## src/design/req_funnel_defines.svh

```systemverilog
`ifndef REQ_FUNNEL_DEFINES_SVH
`define REQ_FUNNEL_DEFINES_SVH

// request word and lane count
`define REQ_DATA_WIDTH 32
`define REQ_LANES 8

// FIFO sizes in address bits
`define LANE_DEPTH_BITS 4
`define OUT_DEPTH_BITS 4

// lane thresholds with six entries of headroom above almost full
`define LANE_AFULL 10
`define LANE_AEMPTY 4

`define OUT_AFULL 10
`define OUT_AEMPTY 2

`endif

```

## src/design/req_word_pkg.sv

```systemverilog
`include "req_funnel_defines.svh"

package req_word_pkg;

  // one request word as it moves from a producer lane to the output stream
  typedef logic [`REQ_DATA_WIDTH-1:0] req_word_t;

  typedef logic [$clog2(`REQ_LANES)-1:0] lane_idx_t; // lane number

endpackage

```

## src/design/arb_ctrl_pkg.sv

```systemverilog
`include "req_funnel_defines.svh"

package arb_ctrl_pkg;

  typedef logic [`REQ_LANES-1:0] lane_mask_t; // one bit per lane

  // mode of the drain logic as seen by the single arbiter
  typedef enum logic [1:0] {
    drain_idle,
    drain_burst,
    drain_single,
    drain_rest
  } drain_state_e;

endpackage

```

## src/design/req_ingress.sv

```systemverilog
`timescale 1ns/1ps
`include "req_funnel_defines.svh"

module req_ingress (
  input  logic clk,
  input  logic rst_reg,
  input  logic [`REQ_LANES-1:0] req_wr_en_in,
  input  logic [`REQ_LANES*`REQ_DATA_WIDTH-1:0] req_wr_data_in,
  input  arb_ctrl_pkg::lane_mask_t lane_almostfull,
  output arb_ctrl_pkg::lane_mask_t lane_we,
  output req_word_pkg::req_word_t lane_din [`REQ_LANES],
  output logic [`REQ_LANES-1:0] req_wr_available_in
);

  // registered write strobes and per-lane available levels
  always_ff @(posedge clk) begin
    if (rst_reg) begin
      lane_we <= '0;
      req_wr_available_in <= '0;
    end else begin
      lane_we <= req_wr_en_in;
      req_wr_available_in <= ~lane_almostfull; // lags the lane count by one cycle
    end
  end

  // split the flat input bus into one word per lane
  always_ff @(posedge clk) begin
    for (int i = 0; i < `REQ_LANES; i++) begin
      lane_din[i] <= req_wr_data_in[i*`REQ_DATA_WIDTH +: `REQ_DATA_WIDTH];
    end
  end

endmodule

```

## config.mk

```make
export PLATFORM = sky130hd
export DESIGN_NAME = req_ingress
export DESIGN_NICKNAME = d
export VERILOG_FILES = /design/src/design/req_word_pkg.sv /design/src/design/arb_ctrl_pkg.sv /design/src/design/req_ingress.sv
export VERILOG_INCLUDE_DIRS = /design/src /design/src/design
export SDC_FILE = /design/constraint.sdc
export NUM_CORES = 1
export LEC_CHECK = 0
export BUFFER_PORTS_ARGS = -buffer_cell sky130_fd_sc_hd__buf_2
export CORE_AREA = 3 3 213 215
export DETAILED_ROUTE_END_ITERATION = 8
export DIE_AREA = 0 0 216 218
export REMOVE_ABC_BUFFERS = 1
export SLEW_MARGIN = 15
export SYNTH_ARGS = -nofsm -noshare
export SYNTH_HDL_FRONTEND = slang
export SYNTH_SLANG_ARGS = --single-unit
```

## constraint.sdc

```tcl
create_clock -name clk -period 0.8 [get_ports clk]
set_input_delay 0.12 -clock clk [delete_from_list [all_inputs] [get_ports clk]]
set_output_delay 0.12 -clock clk [all_outputs]
set_load 0.02 [all_outputs]
```

==> impl_metrics.yaml, run 1 <==
clock_network:
  cts_buffer_depth: 3
  clkTransAtPathRegs_ns: 0.06
  clkSinkCount: 272
  clockRootBuffer: "clkbuf_16"
  cts_made_buffers: 28
  cts_tree: "yes"
  h-tree-depth: 1
die:
  placementRows: 77
  fp.dieW_um: 216
  core_area_um2: 43900
  die_height_um: 218
  initial_utilization_pct: 12.6
  die_area_um2: 47100
  pin_count: 546
setup_path:
  cp-start-kind: "flip-flop"
  path_buf_inv: 1
  worstPathArrival_ns: 1.03
  cp-end-kind: "output port"
  critPathMaxFanout: 1
  setup.worst_path.class: "flip-flop to output port"
  critPathTopFamily: "flip-flops"
  worstPathRequired_ns: 0.68
  cp.depth: 1
  crit_chain: "buf_6"
  slowest_stage: "dfxtp_2"
  critPathMaxStageDelay_ns: 0.36
timing:
  hold_viol_final: 0
  final.min_clock_period_ns: 1.15
  max_slew_margin_pct: 86.8
  rsz0062_at_grt: "yes"
  drv_slew: 0
  finalSetupViolations: 272
  setup_slack_ns: -0.350
  fmax_mhz: 870
  tightest_slew_ns: 0.198
  min_period_over_period_pct: 144
  holdWs_ns: 0.205
synth:
  yosys_warnings: 0
  synth_largest_area_cell: "dfxtp_1"
  synth_cells: 289
  yosysUniqueCellTypes: 5
  netlist_top_cells_area: "dfxtp_1 98%, and2b_2 0.95%, nor2_1 0.54%"
  yosysSeqAreaShare_pct: 98.1
  synth_area_um2: 5550
  yosysTopAreaCellShare_pct: 98.1
  syn_avg_cell_area_um2: 19.2
  ys_ff_latch: 272
route:
  vias: 5563
  detail-route-antenna-nets: 0
  drc_errors: 0
  routed_wl_mm: 27.7
  viasPerCell: 3.17
  avgRoutedWirePerCell_um: 15.8
  firstDrtPassIters: 5
  drt_iter0_markers: 199
min_path:
  hold_class: "primary input to flip-flop"
  holdPathStages: 2
status:
  status: "finished with violations"
  violations: "setup timing"
layout:
  num-fill-cells: 4120
  final_util_pct: 33.5
  seq_area_um2: 5790
  drive_above_1_share_pct: 75.2
  multiInputGateArea_um2: 95.1
  nets: 1411
  syn_to_final_growth_pct: 165
placement:
  dp_hpwl_mm: 16.4
  io_buffers: 545
  finalWeightedCongestion: 0.807
global_routing:
  antenna_found_initial: 6
  grt_pass1_wl_mm: 39.7
  grt_pass1_vias: 6506
  gr-total-overflow: 0
  grt_max_degree: 15
  grt_usage_pct: 11.1
pwr:
  p_leak_nw: 6.67
  vdd_drop_max_uv: 1690
  power.density_nw_per_um2: 2190
flow_run:
  cap_violations: 0
==> metal layers <==
| metal | routed length (um) | vias up | global-route usage [%] |
|---|---|---|---|
| met5 | 28 | - | 0 |
| met4 | 976 | 4 | 4.68 |
| met3 | 2720 | 62 | 4.54 |
| met2 | 14600 | 350 | 20.7 |
| met1 | 9300 | 2553 | 10.9 |
| li1 | - | 2594 | - |
==> power by group <==
| group | internal (mW) | switching, mW |
|---|---|---|
| clock network | 7.72 | 5.34 |
| registers | 14.4 | 0.367 |
| logic | 2.67 | 1.81 |
| total | 24.8 | 7.52 |
==> cell type report <==
class | count | area share (%)
Multi-Input combinational cell | 16 | 0.645
Sequential cell | 272 | 39.3
Clock inverter | 13 | 0.875
Timing Repair Buffer | 819 | 48.7
Antenna cell | 3 | 0.0509
Tap cell | 592 | 5.03
Clock buffer | 38 | 5.49
==> stage by stage <==
stage / setup WS (ns) / total power, mW / setup TNS (ns) / cell area [um^2] / cells
finish: -0.350 / 32.3 / -81.88 / 14700 / 1753
global route: -0.387 / 33.6 / -95.59 / 14700 / 1751
CTS: -0.387 / 32.5 / -91.70 / 14700 / 1750
detailed placement: 0.101 / 17.2 / 0 / 9020 / 1426
global placement: 0.111 / 17.2 / 0 / 9020 / 1426
floorplan: 0.285 / 15.7 / 0 / 5540 / 288
==> cells in the mapped netlist <==
| cell | count |
|---|---|
| nor2b_1 | 2 |
| nor2_1 | 8 |
| buf_6 | 1 |
| and2b_2 | 6 |
| dfxtp_1 | 272 |
==> worst paths after layout <==
path,start,end,slack [ns]
setup / recovery,lane_we[5]$_SDFF_PP0_,lane_we[5],-0.35
hold / removal,req_wr_data_in[3],lane_din[227]$_DFF_P_,0.21
==> sequential cells by signal, summed over array words and instances (netlist names) <==
| signal | count |
|---|---|
| lane_we | 8 |
| lane_din | 256 |
| req_wr_available_in | 8 |
==> layout by cell type, fill, tap and decap left out <==
| cell type | n |
|---|---|
| buf_6 | 272 |
| diode_2 | 3 |
| clkinv_2 | 6 |
| clkbuf_8 | 5 |
| buf_2 | 273 |
| clkbuf_16 | 29 |
| clkbuf_1 | 4 |
| buf_4 | 1 |
| nor2b_1 | 2 |
| clkinv_4 | 1 |
| and2b_2 | 6 |
| dlygate4sd3_1 | 273 |
| bufinv_16 | 2 |
| nor2_1 | 8 |
| clkinvlp_4 | 4 |
| dfxtp_2 | 272 |
==> timing repair <==
item                                    4_1_cts  5_1_grt
endpoints found under the hold margin       272        0
hold buffers                                273        0
endpoints found under the setup margin      272      272
gates resized for setup                     811        5
buffers inserted                              0        0
==> cells by family (layout without fill, tap and decap cells) <==
logic type | after synthesis | after routing | synth area share (%)
other | 0 | 3 | 0
flip-flops | 272 | 272 | 98.1
buffers and inverters | 1 | 870 | 0.203
AND/OR/NAND/NOR | 16 | 16 | 1.71
No activity file was read; power rests on OpenSTA's default activity.
==> run 2, diff against run 1 <==
--- a/config.mk
+++ b/config.mk
@@ -6,6 +6,7 @@
 export SDC_FILE = /design/constraint.sdc
 export NUM_CORES = 1
 export LEC_CHECK = 0
+export ABC_AREA = 1
 export BUFFER_PORTS_ARGS = -buffer_cell sky130_fd_sc_hd__buf_2
 export CORE_AREA = 3 3 213 215
 export DETAILED_ROUTE_END_ITERATION = 8
==> impl_metrics.yaml, run 2 <==
min_path:
  holdPathStages: 2
  min_from: "req_wr_data_in[254]"
  hold_class: "primary input to flip-flop"
  hold_end: "lane_din[30]$_DFF_P_"
setup_path:
  cp-end-kind: "output port"
  critPathMaxStageDelay_ns: 0.38
  crit_chain: "buf_6"
  critPathTopFamily: "flip-flops"
  cp.depth: 1
  critPathMaxFanout: 1
  worstPathArrival_ns: 1.06
  cp-start-kind: "flip-flop"
  path_buf_inv: 1
  setup.worst_path.class: "flip-flop to output port"
  slowest_stage: "dfxtp_4"
  worstPathRequired_ns: 0.68
die:
  die_height_um: 218
  placementRows: 77
  core_area_um2: 43900
  die_area_um2: 47100
  pin_count: 546
  fp.dieW_um: 216
  initial_utilization_pct: 12.7
synth:
  synth_cells: 298
  yosysSeqAreaShare_pct: 97.7
  synth-edff-count: 0
  synth_area_um2: 5570
  syn_avg_cell_area_um2: 18.7
  synth_flop_cell: "dfxtp_1"
  ys_ff_latch: 272
  yosysUniqueCellTypes: 7
  yosysTopAreaCellShare_pct: 97.7
  synth_commonest_cells: "272 x dfxtp_1, 13 x nor2_1, 8 x inv_1"
  async_flop_share_pct: 0
  synth.most_common_cell: "dfxtp_1"
  yosys_warnings: 0
  netlist_top_cells_area: "dfxtp_1 98%, nor2_1 0.88%, inv_1 0.54%"
  synth_largest_area_cell: "dfxtp_1"
status:
  violations: "setup timing"
  status: "finished with violations"
layout:
  reg_top3: "lane_din: 256 flops, lane_we: 8 flops, req_wr_available_in: 8 flops"
  syn_to_final_growth_pct: 165
  design_area_um2: 14800
  drive_above_1_share_pct: 74.1
  nets: 1420
  largest_reg_flops: 256
  regMostFlops: "lane_din"
  mostFrequentLayoutCells: "273 x dlygate4sd3_1, 273 x buf_2, 272 x buf_6"
clock_network:
  clkTransAtPathRegs_ns: 0.07
  h-tree-depth: 1
  post_cts_buffers: 0
  clkSinkCount: 272
  cts_made_buffers: 28
  clockRootBuffer: "clkbuf_16"
  cts_tree: "yes"
  cts_buffer_depth: 3
global_routing:
  antenna_found_initial: 10
  grt_usage_pct: 11.8
  grt_pass1_wl_mm: 41.4
  grt_pass1_vias: 6541
  gr-total-overflow: 0
  grt_max_degree: 15
timing:
  rsz0062_at_grt: "yes"
  tightest_slew_ns: 0.305
  setup_slack_ns: -0.382
  fin_setup_tns_ns: -84.77
  min_period_over_period_pct: 148
  finalSetupViolations: 272
  drv_slew: 0
  fmax_mhz: 846
  hold_viol_final: 0
  final.min_clock_period_ns: 1.18
  holdWs_ns: 0.193
  max_slew_margin_pct: 79.7
pwr:
  power.density_nw_per_um2: 2210
  vdd_drop_max_uv: 1980
  p_leak_nw: 6.71
  p_total_mw: 32.6
route:
  routed_wl_mm: 29.4
  drt_iter0_markers: 103
  detail-route-antenna-nets: 0
  viasPerCell: 3.19
  drc_errors: 0
  firstDrtPassIters: 4
  avgRoutedWirePerCell_um: 16.7
  vias: 5620
placement:
  dp_hpwl_mm: 18.8
  io_buffers: 545
  finalWeightedCongestion: 0.816
  pre_cts_slack_ns: 0.0645
  place_area_um2: 9030
flow_run:
  cap_violations: 0
## run 2: cell count changes after synthesis
cell,before,now
and2b_2,6,0
buf_8,0,1
inv_1,0,8
nor2_1,8,13
nor2_2,0,2
nor2_4,0,1
nor2b_1,2,0
## run 2: cells by family after synthesis
family        share of synthesized area [%]
buf+inv                                1.01
simple gates                           1.30
flops                                  97.7
## run 2: metrics by stage
stage,std cells,utilization [%]
after floorplan,296,-
after global placement,1435,20.6
after detailed placement,1435,20.6
after CTS,1758,33.6
after global routing,1760,33.6
final,1762,33.6
## run 2: routing by layer
layer	part of all wire [%]	wire length, um	up-vias	track usage [%]
met2	51	14900	389	21.7
li1	-	-	2614	-
met3	11	3270	55	5.43
met4	2.7	785	8	3.35
met5	0.17	50	-	0
met1	35	10400	2554	12.0
## run 2: worst max path at each step
stage	startpoint	slack, ns	to
after detailed placement	rst_reg	0.06	req_wr_available_in[5]$_SDFF_PP0_
after global placement	req_wr_available_in[4]$_SDFF_PP0_	0.06	req_wr_available_in[4]
after global routing	req_wr_available_in[0]$_SDFF_PP0_	-0.42	req_wr_available_in[0]
final	req_wr_available_in[0]$_SDFF_PP0_	-0.38	req_wr_available_in[0]
after CTS	req_wr_available_in[0]$_SDFF_PP0_	-0.43	req_wr_available_in[0]
after floorplan	lane_din[0]$_DFF_P_	0.28	lane_din[0]
## run 2: where the power goes
part,internal [mW],switching (mW)
combinational,2.67,1.84
sequential,14.4,0.384
clock,7.89,5.38
total,25.0,7.60
## run 2: cell type report
type                    count  area (um^2)
repair buffers            820         7180
fillers                  4133        29200
clock inverters             9          139
diodes                      4         10.0
well taps                 592          741
multi-input cells          16         72.6
flip-flops and latches    272         5800
clock buffers              41          800
inverters                   8         30.0
## run 2: timing repair
| item | 4_1_cts | 5_1_grt |
|---|---|---|
| endpoints found under the setup margin | 272 | 272 |
| resized for setup | 820 | 1 |
| hold endpoints to repair | 272 | 0 |
| hold buffers | 273 | 0 |
