<file path="src/design/req_funnel_defines.svh">
`ifndef REQ_FUNNEL_DEFINES_SVH
`define REQ_FUNNEL_DEFINES_SVH

// request word and lane count
`define REQ_DATA_WIDTH 32
`define REQ_LANES 8

// FIFO sizes in address bits
`define LANE_DEPTH_BITS 4
`define OUT_DEPTH_BITS 4

// lane thresholds with six entries of headroom above almost full
`define LANE_AFULL 10
`define LANE_AEMPTY 4

`define OUT_AFULL 10
`define OUT_AEMPTY 2

`endif

</file>
<file path="src/design/req_word_pkg.sv">
`include "req_funnel_defines.svh"

package req_word_pkg;

  // one request word as it moves from a producer lane to the output stream
  typedef logic [`REQ_DATA_WIDTH-1:0] req_word_t;

  typedef logic [$clog2(`REQ_LANES)-1:0] lane_idx_t; // lane number

endpackage

</file>
<file path="src/design/lane_fifo.sv">
`timescale 1ns/1ps

module lane_fifo #(
  parameter int WIDTH = 32,
  parameter int DEPTH_BITS = 4,
  parameter int AFULL = 10,
  parameter int AEMPTY = 4
) (
  input  logic clk,
  input  logic rst_reg,
  input  logic we,
  input  logic [WIDTH-1:0] din,
  input  logic re,
  output logic valid,
  output logic [WIDTH-1:0] dout,
  output logic [DEPTH_BITS:0] count,
  output logic empty,
  output logic full,
  output logic almostfull,
  output logic almostempty
);

  logic [WIDTH-1:0] mem [2**DEPTH_BITS];
  logic [DEPTH_BITS-1:0] wr_ptr;
  logic [DEPTH_BITS-1:0] rd_ptr;
  logic do_write;
  logic do_read;

  assign do_write = we & ~full; // writes into a full buffer are dropped
  assign do_read = re & ~empty;

  assign empty = (count == '0);
  assign full = count[DEPTH_BITS]; // count only reaches the top bit at full depth
  assign almostfull = (count >= AFULL);
  assign almostempty = (count <= AEMPTY);

  always_ff @(posedge clk) begin
    if (rst_reg) begin
      wr_ptr <= '0;
      rd_ptr <= '0;
      count <= '0;
      valid <= 1'b0;
    end else begin
      valid <= do_read;
      if (do_write) wr_ptr <= wr_ptr + 1'b1;
      if (do_read) rd_ptr <= rd_ptr + 1'b1;
      case ({do_write, do_read})
        2'b10: count <= count + 1'b1;
        2'b01: count <= count - 1'b1;
        default: count <= count;
      endcase
    end
  end

  always_ff @(posedge clk) begin
    if (do_write) mem[wr_ptr] <= din;
    if (do_read) dout <= mem[rd_ptr]; // dout holds the word until the next read
  end

endmodule

</file>
<file path="src/design/req_egress.sv">
`timescale 1ns/1ps
`include "req_funnel_defines.svh"

module req_egress (
  input  logic clk,
  input  logic rst_reg,
  input  logic out_we,
  input  req_word_pkg::req_word_t out_din,
  output logic out_almostfull,
  input  logic req_wr_available_out,
  output logic req_wr_en_out,
  output req_word_pkg::req_word_t req_wr_data_out
);

  logic out_re;
  logic out_valid;
  req_word_pkg::req_word_t out_dout;
  logic out_empty;
  logic out_almostempty;

  lane_fifo #(
    .WIDTH(`REQ_DATA_WIDTH),
    .DEPTH_BITS(`OUT_DEPTH_BITS),
    .AFULL(`OUT_AFULL),
    .AEMPTY(`OUT_AEMPTY)
  ) out_fifo (
    .clk(clk),
    .rst_reg(rst_reg),
    .we(out_we),
    .din(out_din),
    .re(out_re),
    .valid(out_valid),
    .dout(out_dout),
    .count(),
    .empty(out_empty),
    .full(),
    .almostfull(out_almostfull),
    .almostempty(out_almostempty)
  );

  always_ff @(posedge clk) begin
    if (rst_reg) begin
      out_re <= 1'b0;
      req_wr_en_out <= 1'b0;
    end else begin
      // near empty only every other cycle, so the count can catch up
      if (out_almostempty) out_re <= req_wr_available_out & ~out_empty & ~out_re;
      else out_re <= req_wr_available_out;
      req_wr_en_out <= out_valid;
    end
  end

  always_ff @(posedge clk) begin
    req_wr_data_out <= out_dout;
  end

endmodule

</file>
<file path="config.mk">
export PLATFORM = sky130hd
export DESIGN_NAME = req_egress
export DESIGN_NICKNAME = d
export VERILOG_FILES = /design/src/design/req_word_pkg.sv /design/src/design/lane_fifo.sv /design/src/design/req_egress.sv
export VERILOG_INCLUDE_DIRS = /design/src /design/src/design
export SDC_FILE = /design/constraint.sdc
export NUM_CORES = 1
export LEC_CHECK = 0
export BUFFER_PORTS_ARGS = -buffer_cell sky130_fd_sc_hd__buf_2
export CORE_MARGIN = 1.5
export CORE_UTILIZATION = 60
export DETAILED_ROUTE_END_ITERATION = 10
export PLACE_DENSITY = 0.77
export SLEW_MARGIN = 25
export SYNTH_ARGS = -nofsm -noshare
export SYNTH_HDL_FRONTEND = slang
export SYNTH_SLANG_ARGS = --single-unit
</file>
<file path="constraint.sdc">
create_clock -name clk -period 4.95 [get_ports clk]
set_input_delay 0.99 -clock clk [delete_from_list [all_inputs] [get_ports clk]]
set_output_delay 0.99 -clock clk [all_outputs]
set_load 0.005 [all_outputs]
</file>
==> results of run 1 <==
[worst max-delay path, delay by kind of cell (launching register included)]
kind | cells | cell delay, ns
buffers and inverters | 1 | 0.33
XOR/XNOR | 1 | 0.18
AND/OR/NAND/NOR | 1 | 0.40
multiplexers | 1 | 0.34
AO/OA/AOI/OAI | 4 | 0.78
adder cells (fa/ha/maj) | 2 | 0.61
flip-flops | 1 | 0.38
[area by class of cell]
type,count,area (µm²),area share
Multi-Input combinational cell,478,4610,0.183
Tap cell,468,586,0.0232
Timing Repair Buffer,101,731,0.0289
Sequential cell,592,17300,0.684
Inverter,6,22.5,0.000891
Clock inverter,37,513,0.0203
Clock buffer,69,1510,0.0597
[sequential cells by signal, indices dropped and copies added, names as in the netlist, 4 cells and up]
register	cells
out_fifo.mem	512
out_fifo.dout	32
out_fifo.wr_ptr	4
out_fifo.rd_ptr	4
req_wr_data_out	32
out_fifo.count	5
[where the power goes]
group	switching [mW]	internal, mW	total, mW
sequential	0.0402	5.56	5.60
clock	1.83	2.76	4.58
combinational	0.263	0.187	0.450
[logic make-up (layout without fill, tap and decap cells)]
group / count (synthesis) / after routing / share of synthesized area
adder cells (fa/ha/maj): 10 / 10 / 0.00553
AO/OA/AOI/OAI: 175 / 175 / 0.0495
AND/OR/NAND/NOR: 89 / 89 / 0.0174
flip-flops: 592 / 592 / 0.780
multiplexers: 195 / 195 / 0.127
XOR/XNOR: 9 / 9 / 0.00355
buffers and inverters: 68 / 213 / 0.0179
[per-layer routing]
layer / share of wire / GRT usage / vias up
li1: - / - / 4799
met1: 0.41 / 0.323 / 5602
met2: 0.50 / 0.382 / 397
met3: 0.064 / 0.0382 / 76
met4: 0.024 / 0.0769 / 2
met5: 0.00030 / 0 / -
[cell usage after synthesis (all sizes together) (2+ instances only)]
| master | count | share of area |
|---|---|---|
| mux2i | 98 | 0.044 |
| or3 | 2 | 0.00056 |
| and2 | 2 | 0.00056 |
| a21oi | 36 | 0.0081 |
| nor2b | 4 | 0.0011 |
| a221oi | 33 | 0.013 |
| nand2 | 40 | 0.0068 |
| clkbuf | 25 | 0.0042 |
| xnor2 | 3 | 0.0012 |
| edfxtp | 544 | 0.74 |
| inv | 6 | 0.0010 |
| nand2b | 4 | 0.0011 |
| a22oi | 33 | 0.011 |
| xor2 | 6 | 0.0024 |
| buf | 37 | 0.013 |
| dfxtp | 48 | 0.043 |
| ha | 9 | 0.0051 |
| nor3 | 7 | 0.0016 |
| mux4 | 64 | 0.066 |
| nor2 | 25 | 0.0042 |
| mux2 | 33 | 0.017 |
| o21ai | 68 | 0.015 |
[how the worst min path moves through the flow]
stage,from,to,slack (ns),cells after the start
6_report,out_fifo.dout[1]$_DFFE_PP_,req_wr_data_out[1]$_DFF_P_,0.34,0
5_1_grt,out_fifo.dout[6]$_DFFE_PP_,req_wr_data_out[6]$_DFF_P_,0.35,0
4_1_cts,out_fifo.dout[9]$_DFFE_PP_,req_wr_data_out[9]$_DFF_P_,0.34,0
3_5_place_dp,out_fifo.dout[3]$_DFFE_PP_,req_wr_data_out[3]$_DFF_P_,0.33,0
3_3_place_gp,out_fifo.dout[5]$_DFFE_PP_,req_wr_data_out[5]$_DFF_P_,0.33,0
2_1_floorplan,out_fifo.dout[0]$_DFFE_PP_,req_wr_data_out[0]$_DFF_P_,0.32,0
==> impl_results.md, run 1 <==
- Placed instance count: around 1600
- Row count: 70
- Clock Sinks: 592
- Area growth syn-to-layout: 13.9%
- F_max: 319 MHz
- Number of global-route vias before repair: 10941
- Final worst-path cycle share: 0.632
- CTS tree: built
- Crit Path Max Fanout: 39
- Most frequent cells in the layout: 544 x edfxtp_1, 98 x mux2i_1, 69 x buf_2, 67 x o21ai_0, 60 x mux4_2
- Vias per cell: 6.21
- Clk root buf: clkbuf_16
- Number of enable flip-flop cells after synthesis: 544
- Reg-to-Reg End: out_fifo.count[4]$_SDFFE_PP0P_
- Die height: 195 µm
- Initial DRT Pass Iterations: 5
- CP endpoint: out_fifo.count[4]$_SDFFE_PP0P_
- Gr ovfl total: 0
- Clk pin slew, worst setup/hold paths: 0.06 ns
- Nets@finish: 1280
- Post-cts resize count: 0
- Wire per inst: about 25 µm
- Top-Level Pins: 70
- Post-route DRC: 0
- Yosys reg bits: 592
- Worst Tran Pin Value: approximately 1 ns
- First-pass GRT wire length: 65.8 mm
- Number of diodes: 0
- Cts hold-fix bufs: 0
- Post-Place Worst Slack: 1.39 ns
- Unrepaired setup endpoints after global routing: false
- Startpoint Class: register
- Final Cell Area: about 25000 µm²
- YS warnings: 0
- Outcome: finished clean
- Total negative slack for setup checks: 0 ns
- Register area share after synthesis: 0.780
- Pwr Total: ~11 mW
- Largest stage delay on the critical path: 0.40 ns
- Total wire length: 43.4 mm
- Largest net degree at the start of global routing: 60
- Max cap viols: 0
- VDD IR max: approximately 0.43 mV
- Maximum buffer depth of the clock tree: 3
- Power per cell area: 421 nW/µm²
- Crit Path Category: reg2reg
- Worst R2R Setup Slack: 1.82 ns
- Final Hold Fails: 0
- Gr usage total: 0.232
- DP HPWL: 25.2 mm
- CP arrival: about 3.6 ns
- Worst Path Required: approximately 5.4 ns
- DRT iter0 DRCs: 984
- Starting Density: 0.608
- Worst slew margin: 0.332
- Setup bufs post-CTS: 0
- Die width: 195 µm
- Setup Viol. Count Final: 0
- Port bufs: 69
- Worst skew pair latency: 0.61 ns
- Syn Nets: 1183
- Placed cell area: 23200 µm²
- Via count: 10876
- Post-route insts no fill: ~1800
- Cell count after synthesis: 1138
- Crit-path cells: or3_1 > o31a_2 > buf_4 > ha_1 > xor2_1 > ha_1 > a21oi_1 > a221oi_1 > a21oi_1 > mux2_2
- Placer congestion estimate: between 0.7 and 0.8
- Final setup margin: 1.82 ns
- Synthesized area: about 22000 µm²
- Length in cells of the worst reg-to-reg path: 10
- Most common cell after layout, fill and taps aside: edfxtp_1
- Hold WC Path Type: reg2reg
- Final setup skew: about 0.021 ns
- Synth async-reset ratio: 0
- Tmin final: 3.13 ns
- Fin util: 0.692
- Reg2reg start: out_fifo.count[2]$_SDFFE_PP0P_
- Max-slew violation count: 0
- CP Capture Type: register
- Num CTS Buffers: 56
- WHS: 0.341 ns
- H-tree Lvls: 2
- Share of cells above drive strength 1: 0.243
- Critical Path Start: out_fifo.count[2]$_SDFFE_PP0P_
- Post-synth top flop: edfxtp_1
- Initial antenna violation count: 1
- Leak pwr: 8.07 nW
- Unique cell type count in the Yosys netlist: 39
- Layout fillers: 2205
- Mapped Avg Cell Area: 19.5 µm²
- Core ar.: 36500 µm²
- Total die area: 38100 µm²
- Worst path slowest cell: or3_1
- ANT nets after route: 0
Note: power is estimated with default switching activity, not from simulation.
==> inputs of run 2 (changes only) <==
==> constraint.sdc (replaced) <==
create_clock -name clk -period 3 [get_ports clk]
set_input_delay 0.6 -clock clk [delete_from_list [all_inputs] [get_ports clk]]
set_output_delay 0.6 -clock clk [all_outputs]
set_load 0.005 [all_outputs]
==> run 2 against run 1 <==
Core utilization is 0.11 points lower. First-iteration DRC count up 13%. Count of clock-buffer cells in the layout increased by 3. Worst hold slack got worse by 0.085 ns. Clock power increased by 50%. Routed wire length grew 7.7%. Largest cell class unchanged. Die area unchanged. Via count increased by 3.2%. Design area fell by 0.16%. Setup slack lost 1.6 ns. Power rose by 59%.
==> impl_results.md, run 2 (synthesized netlist as in run 1, its figures left out) <==
- Starting Density: 0.608 (unchanged)
- Gr usage total: 0.251 (was 0.232)
- Post-route insts no fill: 1769 (was 1751)
- Most common cell after layout, fill and taps aside: edfxtp_1 (unchanged)
- Final worst-path cycle share: 0.929 (was 0.632)
- Clock Sinks: 592 (unchanged)
- VDD IR max: 0.560 mV (was 0.430 mV)
- First-pass GRT wire length: 70.1 mm (was 65.8 mm)
- CTS tree: built (unchanged)
- Placed instance count: 1664 (was 1644)
- Unrepaired setup endpoints after global routing: false (unchanged)
- H-tree Lvls: 2 (unchanged)
- Met3 usage: 0.0397 (was 0.0382)
- Most Crowded Layer GR: met2 (unchanged)
- CP arrival: 3.26 ns (was 3.62 ns)
- Crit path buf inv count: 1 (unchanged)
- Post-cts resize count: 0 (unchanged)
- Total wire length: 46.7 mm (was 43.4 mm)
- Worst Tran Pin Value: 0.766 ns (was 1.00 ns)
- Layout fillers: 2201 (was 2205)
- Outcome: finished clean (unchanged)
- Vias per cell: 6.35 (was 6.21)
- GR Layer Usage met1: 0.348 (was 0.323)
- Met2 GRT Util: 0.412 (was 0.382)
- Final setup margin: 0.214 ns (was 1.82 ns)
- Largest net degree at the start of global routing: 47 (was 60)
- Placer congestion estimate: 0.734 (was 0.762)
- Crit Path Max Fanout: 38 (was 39)
- Port bufs: 69 (unchanged)
- Share of cells above drive strength 1: 0.242 (was 0.243)
- Gr ovfl total: 0 (unchanged)
- Clk root buf: clkbuf_16 (unchanged)
- Maximum buffer depth of the clock tree: 3 (unchanged)
- CP Capture Type: register (unchanged)
- Worst slew margin: 0.489 (was 0.332)
- Die width: 195 µm (unchanged)
- F_max: 359 MHz (was 319 MHz)
- Most used cell along the critical path: a21oi_1
- Worst path slowest cell: or3_1 (unchanged)
- DRT iter0 DRCs: 1115 (was 984)
- Post-route DRC: 0 (unchanged)
- Setup bufs post-CTS: 0 (unchanged)
- Row count: 70 (unchanged)
- Hold WC Path Type: in2reg (was reg2reg)
- Clk pin slew, worst setup/hold paths: 0.06 ns (about the same)
- Initial antenna violation count: 3 (was 1)
- Total die area: 38100 µm² (unchanged)
- Max-slew violation count: 0 (unchanged)
- Wire per inst: 26.4 µm (was 24.8 µm)
- Num CTS Buffers: 56 (unchanged)
- Initial DRT Pass Iterations: 5 (unchanged)
- Max cap viols: 0 (unchanged)
- Setup Viol. Count Final: 0 (unchanged)
- Die height: 195 µm (unchanged)
- Total negative slack for setup checks: 0 ns (unchanged)
- ANT nets after route: 0 (unchanged)
- Reg2reg start: out_fifo.count[2]$_SDFFE_PP0P_ (unchanged)
- Area growth syn-to-layout: 13.8% (was 13.9%)
- Crit path max-delay family: compound AO/OA/AOI/OAI gates (unchanged)
- Cts hold-fix bufs: 0 (unchanged)
- Biggest register: out_fifo.mem (unchanged)
- Number of global-route vias before repair: 11586 (was 10941)
- Final setup skew: 0.0219 ns (was 0.0211 ns)
- Max FFs per register: 512 (unchanged)
- Crit Path Category: reg2reg (unchanged)
- Worst Path Required: 3.47 ns (was 5.44 ns)
- Top-Level Pins: 70 (unchanged)
- Leak pwr: 8.05 nW (was 8.07 nW)
- Fin util: 0.691 (was 0.692)
- Tmin final: 2.79 ns (was 3.13 ns)
- Post-Place Worst Slack: 0.254 ns (was 1.39 ns)
- Startpoint Class: register (unchanged)
- Core ar.: 36500 µm² (unchanged)
- Worst skew pair latency: 0.58 ns (was 0.61 ns)
- Top Registers: out_fifo.mem (512), out_fifo.dout (32), req_wr_data_out (32) (unchanged)
- Nets@finish: 1299 (was 1280)
- DP HPWL: 24.4 mm (was 25.2 mm)
- Final Hold Fails: 0 (unchanged)
- Min-delay src: req_wr_available_out (was out_fifo.dout[1]$_DFFE_PP_)
- Via count: 11229 (was 10876)
- Crit-path cells: or3_1 > o31a_2 > buf_4 > ha_1 > a21oi_1 > a221oi_1 > a21oi_1 > mux2_2 (was or3_1 > o31a_2 > buf_4 > ha_1 > xor2_1 > ha_1 > a21oi_1 > a221oi_1 > a21oi_1 > mux2_2)
- Power per cell area: 669 nW/µm² (was 421 nW/µm²)
- Most frequent cells in the layout: 544 x edfxtp_1, 98 x mux2i_1, 69 x buf_2, 67 x o21ai_0, 60 x mux4_2 (unchanged)
- Largest stage delay on the critical path: 0.38 ns (was 0.40 ns)
- Critical Path Start: out_fifo.count[2]$_SDFFE_PP0P_ (unchanged)
[run 2: metrics by stage]
stage,power (mW),hold WS (ns),cell area [µm²]
floorplan,9.89,0.323,22200
global placement,10.1,0.324,23400
detailed placement,10.2,0.327,23400
CTS,17.0,0.238,25200
global route,17.4,0.259,25200
finish,16.9,0.256,25200
[run 2: layout make-up]
cell class | count | area [µm²] | share of cell area
inverters | 6 | 22.5 | 0.000892
repair buffers | 120 | 891 | 0.0353
clock buffers | 72 | 1500 | 0.0595
clock inverters | 32 | 294 | 0.0116
diodes | 1 | 2.50 | 0.0000991
flip-flops and latches | 592 | 17300 | 0.686
multi-input cells | 478 | 4640 | 0.184
well taps | 468 | 586 | 0.0232
[run 2: final timing paths]
check	endpoint	slack [ns]	cells after the start
setup / recovery	out_fifo.count[4]$_SDFFE_PP0P_	0.21	8
hold / removal	out_re$_SDFF_PP0_	0.26	2
setup reg to reg	out_fifo.count[4]$_SDFFE_PP0P_	0.21	8
hold reg to reg	req_wr_data_out[3]$_DFF_P_	0.34	0
[run 2: where the power goes]
group / leakage [nW] / switching, mW / total, mW / internal (mW)
Sequential: 5.32 / 0.0656 / 9.24 / 9.17
Combinational: 1.87 / 0.437 / 0.763 / 0.326
Clock: 0.871 / 2.92 / 6.89 / 3.96
Total: 8.05 / 3.42 / 16.9 / 13.5
[run 2: layer usage]
layer / part of all wire / up-vias
met4: 0.030 / 4
met3: 0.075 / 114
met2: 0.49 / 503
li1: - / 4839
met1: 0.40 / 5769
met5: 0.00049 / -
