==> src/design/lane_fifo.sv <==
`timescale 1ns/1ps

module lane_fifo #(
  parameter int WIDTH = 32,
  parameter int DEPTH_BITS = 4,
  parameter int AFULL = 10,
  parameter int AEMPTY = 4
) (
  input  logic clk,
  input  logic rst_reg,
  input  logic we,
  input  logic [WIDTH-1:0] din,
  input  logic re,
  output logic valid,
  output logic [WIDTH-1:0] dout,
  output logic [DEPTH_BITS:0] count,
  output logic empty,
  output logic full,
  output logic almostfull,
  output logic almostempty
);

  logic [WIDTH-1:0] mem [2**DEPTH_BITS];
  logic [DEPTH_BITS-1:0] wr_ptr;
  logic [DEPTH_BITS-1:0] rd_ptr;
  logic do_write;
  logic do_read;

  assign do_write = we & ~full; // writes into a full buffer are dropped
  assign do_read = re & ~empty;

  assign empty = (count == '0);
  assign full = count[DEPTH_BITS]; // count only reaches the top bit at full depth
  assign almostfull = (count >= AFULL);
  assign almostempty = (count <= AEMPTY);

  always_ff @(posedge clk) begin
    if (rst_reg) begin
      wr_ptr <= '0;
      rd_ptr <= '0;
      count <= '0;
      valid <= 1'b0;
    end else begin
      valid <= do_read;
      if (do_write) wr_ptr <= wr_ptr + 1'b1;
      if (do_read) rd_ptr <= rd_ptr + 1'b1;
      case ({do_write, do_read})
        2'b10: count <= count + 1'b1;
        2'b01: count <= count - 1'b1;
        default: count <= count;
      endcase
    end
  end

  always_ff @(posedge clk) begin
    if (do_write) mem[wr_ptr] <= din;
    if (do_read) dout <= mem[rd_ptr]; // dout holds the word until the next read
  end

endmodule

==> config.mk <==
export PLATFORM = sky130hd
export DESIGN_NAME = lane_fifo
export DESIGN_NICKNAME = d
export VERILOG_FILES = /design/src/design/lane_fifo.sv
export SDC_FILE = /design/constraint.sdc
export NUM_CORES = 1
export LEC_CHECK = 0
export ABC_AREA = 1
export BUFFER_PORTS_ARGS = -buffer_cell sky130_fd_sc_hd__buf_4
export CAP_MARGIN = 20
export CORE_AREA = 2 2 264 266
export CTS_CLUSTER_SIZE = 8
export DETAILED_ROUTE_END_ITERATION = 12
export DIE_AREA = 0 0 266 268
export GPL_TIMING_DRIVEN = 0
export PLACE_DENSITY = 0.53
export REMOVE_ABC_BUFFERS = 1
export SYNTH_ARGS = -nofsm -noshare
export SYNTH_HDL_FRONTEND = slang
export SYNTH_SLANG_ARGS = --single-unit
==> constraint.sdc <==
create_clock -name clk -period 6.6 [get_ports clk]
set_input_delay 0.99 -clock clk [delete_from_list [all_inputs] [get_ports clk]]
set_output_delay 0.99 -clock clk [all_outputs]
set_load 0.005 [all_outputs]
==> flow_summary_export.csv, run 1 <==
group,metric,value,unit
run_status,status,"finished clean",
synth,avgSynthCellArea,10.68,um^2
setup_path,cp_max_fo,139,
final_layout,final_cell_mix,"nand2_1, edfxtp_1, inv_1",
route,drtAntennaViolNets,0,
setup_path,end_kind,"flop",
synth,synth_area_leaders,"edfxtp_1, nand2_1, nand3_1",
timing,fin_setup_tns,0,ns
synth,synth_area,23830,um^2
synth,synth_warnings,0,
power_and_ir_drop,max-vdd-ir-drop,0.2137,mV
synth,syn_inst,2231,
global_routing,grt_max_degree,140,
floorplanning,core,68230,um^2
timing,finalCriticalPeriod,3.157,ns
synth,synth_top_area_cell,"edfxtp_1",
timing,slew-limit-headroom,38.17,%
final_layout,instances_no_fill,3209,
synth,synth-xor-area-share,0.1103,%
final_layout,drive_gt1_share,9.200,%
setup_path,worstPathRequired,6.93,ns
timing,rsz0062_at_grt,"no",
route,maxUsedRoutingLayer,"met5",
global_routing,antenna_found_initial,2,
synth,synth_compound_area_share,0.3885,%
synth,synth_top_family_by_area,"simple AND/OR/NAND/NOR gates",
floorplanning,io_pins,78,
route,avgRoutedWirePerCell,17.99,um
cts,clock_path_buffers,3,
synth,muxShareOfSynthArea,0,%
final_layout,multiInputGateArea,5099,um^2
timing,setup_viol,0,
final_layout,nets,2355,
route,wl_met3,3330,um
global_routing,grt.overflow.total,0,
floorplanning,die_w,266,um
cts,hold_buffers,0,
floorplanning,start_util,34.93,%
timing,finClkSkew,0.01596,ns
cts,clkSlewWorstSetupHoldPaths,0.05,ns
timing,fin_crit_sh,47.83,%
route,firstDrtPassIters,5,
global_routing,grt_pass1_vias,14819,
floorplanning,rows,96,
cts,post-cts-setup-buffers,0,
route,wl,57720,um
global_routing,grt_pass1_wl,87530,um
synth,synthAdderAreaFrac,0.5565,%
route,via_count,15141,
synth,ys_seq_area_share,69.73,%
cts,cts_buffers,79,
placed_design,placed_area,25640,um^2
placed_design,gp_congestion,0.7136,
final_layout,stdcell_area,27740,um^2
cts,clock_sinks,558,
route,via_per_inst,4.718,
synth,synth_cell_type_count,22,
placed_design,dp_cells,3110,
placed_design,dp_hpwl,30670,um
cts,htree_levels,3,
cts,clkLatencyLatePin,0.60,ns
final_layout,area.sequential,16630,um^2
timing,finalHoldViolCount,0,
final_layout,mostFrequentLayoutCell,"nand2_1",
power_and_ir_drop,power_density,357.3,nW/um^2
placed_design,port_buffers,77,
floorplanning,die_h,268,um
final_layout,syn_to_final_growth,16.39,%
cts,cts_tree,"done",
setup_path,worstSetupPathType,"flop to flop",
run,drv_cap,0,
cts,cts_resized,0,
worst_hold_path,hp-class,"flop to flop",
synth,synth_top_cell_area_share,68.55,%
route,drc,0,
synth,synth_seq_cells,558,
setup_path,cp.arrival,3.49,ns
floorplanning,dieArea,71290,um^2
synth,synth-simple-area-share,19.84,%
final_layout,fillers,6337,
setup_path,cp-start-kind,"flop",
route,first_iter_violations,1042,
setup_path,reg2reg_setup_slack,3.44,ns
global_routing,grtUsageTotal,16.38,%
timing,slew_viol_final,0,
cts,root_buffer,"clkbuf_16",
timing,worst_pin_slew,0.9252,ns
timing,max_freq,316.8,MHz
power_and_ir_drop,leakage,0.01153,uW
route,wl_met1,26340,um
route,met2_length,26750,um
## cell type report
cell class              instances  area share, %
flip-flops and latches        558          59.95
well taps                     882          3.979
inverters                     405          5.558
clock buffers                  98          7.538
repair buffers                106          4.583
multi-input cells            1159          18.38
diodes                          1       0.009022
## metrics by stage
stage | hold slack, ns | utilization, % | worst slack (ns) | total power [uW]
global route | 0.5566 | 40.65 | 3.160 | 10420
finish | 0.5525 | 40.65 | 3.443 | 9910
floorplan | 0.4716 | - | -1.378 | 5660
detailed placement | 0.5336 | 37.59 | 3.398 | 6471
global placement | 0.4939 | 36.35 | -9.361 | 6606
CTS | 0.5404 | 40.65 | 3.403 | 10040
## state kept, by name, indices dropped and copies added (netlist names)
name / flops
mem: 512
dout: 32
count: 5
rd_ptr: 4
wr_ptr: 4
valid: 1
## cell families after synthesis
logic type / after synthesis
fa+ha+maj: 10
xor+xnor: 3
buf+inv: 514
compound gates: 18
simple gates: 1128
flops: 558
## synth_stat cells
library cell / n
buf_4: 21
buf_8: 1
ha_1: 9
clkinv_1: 1
fa_1: 1
o21a_1: 1
nor2_1: 35
inv_2: 1
or2_2: 2
a21oi_1: 9
buf_1: 8
buf_2: 45
nand2_1: 701
clkbuf_1: 13
inv_4: 1
buf_6: 21
edfxtp_1: 544
xor2_1: 3
o21ai_0: 8
dfxtp_1: 14
nand3_1: 390
inv_1: 402
## critical path, cell delays in order, from the launching register on
cell	delay, ns
dfxtp_4	0.91
buf_16	0.32
buf_16	0.36
inv_12	0.28
buf_16	0.38
nand2_1	0.13
nand2_1	0.06
nand2_1	0.05
nand3_1	0.06
nand3_1	0.10
nand2_1	0.14
## final timing paths
check                                from   endpoint  depth (start not counted)
worst min register to register  wr_ptr[0]  wr_ptr[0]                          2
worst min-delay path            wr_ptr[0]  wr_ptr[0]                          2
worst max-delay path            rd_ptr[0]    dout[4]                         10
worst max register to register  rd_ptr[0]    dout[4]                         10
## power by group
part	switching [uW]	internal, uW
Sequential	159	4160
Clock	1370	2170
Combinational	1320	728
Total	2850	7060
## metal layers
layer	vias up	GRT usage, %
met4	2	5.618
met1	7286	22.09
met5	-	0
met2	404	26.74
met3	99	2.969
li1	7350	-
Power figures use the tool's default switching activity.
==> inputs of run 2 (changes only) <==
--- a/config.mk
+++ b/config.mk
@@ -5,13 +5,13 @@
 export SDC_FILE = /design/constraint.sdc
 export NUM_CORES = 1
 export LEC_CHECK = 0
-export ABC_AREA = 1
+export ABC_AREA = 0
 export BUFFER_PORTS_ARGS = -buffer_cell sky130_fd_sc_hd__buf_4
 export CAP_MARGIN = 20
-export CORE_AREA = 2 2 264 266
+export CORE_AREA = 2 2 248 250
 export CTS_CLUSTER_SIZE = 8
 export DETAILED_ROUTE_END_ITERATION = 12
-export DIE_AREA = 0 0 266 268
+export DIE_AREA = 0 0 250 252
 export GPL_TIMING_DRIVEN = 0
 export PLACE_DENSITY = 0.53
 export REMOVE_ABC_BUFFERS = 1
==> constraint.sdc (replaced) <==
create_clock -name clk -period 3.1 [get_ports clk]
set_input_delay 0.465 -clock clk [delete_from_list [all_inputs] [get_ports clk]]
set_output_delay 0.465 -clock clk [all_outputs]
set_load 0.005 [all_outputs]
==> flow_summary_export.csv, run 2 <==
group,metric,value,unit
final_layout,fin_util,42.12,%
synth,synth_top_family_by_area,"multiplexers",
final_layout,nets,1123,
setup_path,worstPathRequired,3.62,ns
placed_design,port_buffers,77,
final_layout,largest-register,"mem",
timing,finalHoldViolCount,0,
timing,max_freq,336.4,MHz
timing,rsz0062_at_grt,"yes",
cts,clkSlewWorstSetupHoldPaths,0.05,ns
synth,ys_seq_area_share,79.35,%
synth,synth_area_leaders,"edfxtp_1, mux4_2, a22oi_1",
global_routing,grt.overflow.total,0,
synth,avgSynthCellArea,22.61,um^2
route,wl,46100,um
setup_path,cp.arrival,3.50,ns
route,drtAntennaViolNets,0,
cts,root_buffer,"clkbuf_16",
synth,ys_async_sr_fraction,0,%
power_and_ir_drop,max-vdd-ir-drop,0.3560,mV
floorplanning,rows,90,
floorplanning,io_pins,78,
floorplanning,core,60130,um^2
timing,setup_ws,0.1271,ns
setup_path,worstSetupPathType,"flop to flop",
run_status,status,"finished clean",
synth,synth.most_common_cell,"edfxtp_1",
final_layout,drive_gt1_share,33.15,%
global_routing,grtUsageTotal,14.87,%
timing,slew_viol_final,0,
synth,yosys-top-cells-count,"edfxtp_1, mux4_2, a22oi_1, nand2_1, clkbuf_1",
timing,finalCriticalPeriod,2.973,ns
synth,synthAdderAreaFrac,0.6333,%
power_and_ir_drop,leakage,0.008042,uW
final_layout,fillers,5225,
final_layout,syn_to_final_growth,20.96,%
synth,synth_cell_type_count,35,
floorplanning,die_w,250,um
final_layout,largest_reg_flops,512,
synth,synth-edff-count,544,
synth,synth_area,20940,um^2
timing,fin_crit_sh,95.90,%
route,avgRoutedWirePerCell,24.64,um
route,firstDrtPassIters,4,
cts,clock_sinks,558,
floorplanning,start_util,34.83,%
synth,synth_compound_area_share,2.683,%
cts,clkLatencyLatePin,0.59,ns
placed_design,pre_cts_slack,-0.2821,ns
synth,synth_seq_cells,558,
timing,slew-limit-headroom,47.23,%
floorplanning,die_h,252,um
cts,cts_buffers,79,
timing,timing.hold.ws,0.1681,ns
final_layout,mostFrequentLayoutCell,"edfxtp_1",
synth,synth-simple-area-share,1.822,%
timing,worst_pin_slew,0.7916,ns
global_routing,grt_pass1_wl,68190,um
global_routing,grt_max_degree,48,
final_layout,largestRegisters,"mem (512), dout (32), count (5)",
synth,ys.flop_type,"edfxtp_1",
route,first_iter_violations,711,
route,drc,0,
setup_path,end_kind,"flop",
route,via_count,9771,
setup_path,cp_max_fo,16,
timing,setup_viol,0,
synth,synth_top_area_cell,"edfxtp_1",
timing,finClkSkew,0.01493,ns
setup_path,cp-start-kind,"flop",
synth,synth-xor-area-share,0.3346,%
synth,syn_inst,926,
final_layout,multiInputGateArea,4209,um^2
cts,clock_path_buffers,3,
placed_design,dp_hpwl,27390,um
cts,htree_levels,3,
timing,fin_setup_tns,0,ns
final_layout,antenna-diode-count,0,
route,via_per_inst,5.222,
final_layout,area.sequential,16620,um^2
global_routing,antenna_found_initial,2,
synth,synth_warnings,0,
floorplanning,dieArea,63000,um^2
worst_hold_path,hp-class,"primary input to flop",
global_routing,grt_pass1_vias,10496,
power_and_ir_drop,power,19900,uW
synth,muxShareOfSynthArea,13.86,%
synth,synth_top_cell_area_share,78.01,%
run,drv_cap,0,
final_layout,final_cell_mix,"edfxtp_1, mux4_2, clkbuf_16",
power_and_ir_drop,power_density,785.7,nW/um^2
cts,cts_tree,"done",
cts,hold_buffers,0,
placed_design,gp_congestion,0.6781,
## run 2: final timing paths
path,from,end,slack [ns],depth (start not counted)
setup reg to reg,count[4],count[4],0.13,9
setup / recovery,count[4],count[4],0.13,9
hold reg to reg,count[4],count[4],0.57,2
hold / removal,din[27],mem[8][27],0.17,1
## run 2: final cells by class
type	instances	share of cell area, %
clock buffers	90	8.343
clock inverters	3	0.1037
inverters	5	0.09385
multi-input cells	313	16.62
flip-flops and latches	558	65.63
well taps	782	3.863
repair buffers	120	5.354
## run 2: where the power goes
part | internal (uW) | switching, uW | total, uW
Sequential | 8820 | 307 | 9120
Clock | 4720 | 2910 | 7630
Combinational | 1670 | 1480 | 3150
Total | 15200 | 4700 | 19900
## run 2: per-layer routing
metal | part of all wire (%) | up-vias | track usage [%]
li1 | - | 4184 | -
met1 | 43 | 5283 | 19.68
met2 | 50 | 245 | 24.76
met3 | 5.8 | 55 | 3.188
met4 | 1.6 | 4 | 4.551
met5 | 0.050 | - | 0
## run 2: stage by stage
stage / area [um^2] / instances
floorplan: 20680 / 876
global placement: 22240 / 1735
detailed placement: 23150 / 1777
CTS: 25310 / 1870
global route: 25330 / 1871
finish: 25330 / 1871
## run 2: cell families (layout without fill, tap and decap cells)
kind of cell               Yosys count  in the layout
muxes                              130            130
buffers and inverters               55            218
xor gates and xnor gates             8              8
AOI/OAI and AO/OA                   77             77
and+or+nand+nor                     88             88
adders and majority gates           10             10
DFF                                558            558
## run 2: timing repair
item / CTS / global route
resized for setup: 4 / 3
cloned: 0 / 0
buffers inserted: 0 / 1
pin swaps: 0 / 1
setup endpoints to repair: 8 / 13
## run 2: critical path, cell delays in order (launching register included)
cell	delay [ns]
dfxtp_1	0.37
or4_4	0.60
o21ai_4	0.26
inv_6	0.14
ha_2	0.25
ha_1	0.34
a21oi_1	0.21
a21oi_1	0.12
or4_1	0.46
a21oi_1	0.14
==> inputs of run 3 (changes only) <==
==> constraint.sdc (replaced) <==
create_clock -name clk -period 2.75 [get_ports clk]
set_input_delay 0.4125 -clock clk [delete_from_list [all_inputs] [get_ports clk]]
set_output_delay 0.4125 -clock clk [all_outputs]
set_load 0.005 [all_outputs]
==> flow_summary_export.csv, run 3 (synthesis gave the netlist of run 2 again) <==
group,metric,value,unit
floorplanning,dieArea,63000,um^2
power_and_ir_drop,leakage,0.008102,uW
route,drc,0,
timing,worst_pin_slew,0.7677,ns
route,via_count,9773,
cts,clock_sinks,558,
timing,finClkSkew,0.01490,ns
final_layout,largestRegisters,"mem (512), dout (32), count (5)",
timing,slew_viol_final,0,
power_and_ir_drop,max-vdd-ir-drop,0.4008,mV
timing,timing.hold.ws,0.1188,ns
global_routing,grt_max_degree,48,
power_and_ir_drop,power_density,886.3,nW/um^2
cts,cts_buffers,79,
timing,setup_viol,0,
floorplanning,core,60130,um^2
worst_hold_path,hp-class,"primary input to flop",
timing,finalHoldViolCount,0,
setup_path,cp_max_fo,8,
timing,fin_crit_sh,96.18,%
setup_path,worstSetupPathType,"flop to flop",
cts,root_buffer,"clkbuf_16",
final_layout,syn_to_final_growth,21.87,%
cts,cts_tree,"done",
cts,htree_levels,3,
run,drv_cap,0,
final_layout,largest-register,"mem",
timing,max_freq,378.1,MHz
timing,rsz0062_at_grt,"no",
setup_path,worstPathRequired,3.27,ns
run_status,status,"finished clean",
timing,fin_setup_tns,0,ns
timing,finalCriticalPeriod,2.645,ns
placed_design,dp_hpwl,27390,um
cts,clkLatencyLatePin,0.59,ns
route,drtAntennaViolNets,0,
global_routing,grt.overflow.total,0,
route,firstDrtPassIters,4,
global_routing,grt_pass1_vias,10518,
floorplanning,io_pins,78,
placed_design,gp_congestion,0.6781,
setup_path,cp.arrival,3.16,ns
final_layout,nets,1134,
global_routing,antenna_found_initial,2,
timing,slew-limit-headroom,48.70,%
setup_path,cp-start-kind,"flop",
placed_design,port_buffers,77,
final_layout,final_cell_mix,"edfxtp_1, mux4_2, buf_4",
cts,clock_path_buffers,3,
floorplanning,rows,90,
cts,clkSlewWorstSetupHoldPaths,0.05,ns
final_layout,drive_gt1_share,34.73,%
route,avgRoutedWirePerCell,24.58,um
floorplanning,die_w,250,um
route,via_per_inst,5.193,
route,first_iter_violations,719,
global_routing,grtUsageTotal,14.93,%
final_layout,antenna-diode-count,0,
final_layout,largest_reg_flops,512,
final_layout,mostFrequentLayoutCell,"edfxtp_1",
floorplanning,die_h,252,um
route,wl,46270,um
global_routing,grt_pass1_wl,68390,um
floorplanning,start_util,34.83,%
setup_path,end_kind,"flop",
## run 3: cell types whose count changed in the layout (fill, tap and decap cells not counted), sizes merged
cell / change
buf: +11
clkinv: +1
inv: -1
## run 3: worst paths after layout
check | cells past startpoint | end | start | slack [ns]
worst max-delay path | 9 | count[4] | count[4] | 0.11
worst min-delay path | 1 | mem[8][27] | din[27] | 0.12
worst max register to register | 9 | count[4] | count[4] | 0.11
worst min register to register | 2 | count[4] | count[4] | 0.52
## run 3: final cells by class
cell class | instances | area (um^2)
clock buffer | 90 | 2113
clock inverter | 3 | 26.28
fill | 5208 | 34610
inverter | 5 | 31.28
multi-input combinational | 313 | 4269
sequential | 558 | 16630
tap | 782 | 978.4
timing repair buffer | 131 | 1476
## run 3: through the flow
stage / total power (uW) / setup slack (ns) / area [um^2] / std cells / util, %
final: 22620 / 0.1052 / 25520 / 1882 / 42.44
after global routing: 23590 / 0.0009599 / 25520 / 1882 / 42.44
after CTS: 22860 / -0.08969 / 25390 / 1874 / 42.22
after detailed placement: 14070 / -0.5796 / 23150 / 1777 / 38.50
after global placement: 13250 / -6.588 / 22240 / 1735 / 36.99
after floorplan: 12450 / -3.769 / 20680 / 876 / -
## run 3: timing repair
action                                  in CTS  in global routing
resized for setup                           12                  9
buffers inserted                             4                  8
hold buffers                                 0                  0
endpoints found under the setup margin      58                129
pin swaps                                    4                  4
## run 3: worst max-delay path, cell delays in order (launching register included)
cell      delay, ns
dfxtp_2        0.35
or4_4          0.57
o21ai_4        0.23
clkinv_8       0.08
ha_4           0.20
fa_2           0.37
nand3_2        0.10
a21oi_2        0.06
or4_1          0.46
a21oi_1        0.14
## run 3: power breakdown
part / switching (uW) / leakage (uW) / internal [uW]
combinational: 1830 / 0.00201 / 2030
clock: 3270 / 0.00105 / 5310
sequential: 239 / 0.00504 / 9940
## run 3: layer usage
metal  wire [um]  up-vias  track usage, %
li1            -     4201               -
met3        2475       55           3.188
met1       19880     5281           19.64
met2       23140      232           25.01
met4         745        4           4.551
met5          23        -               0
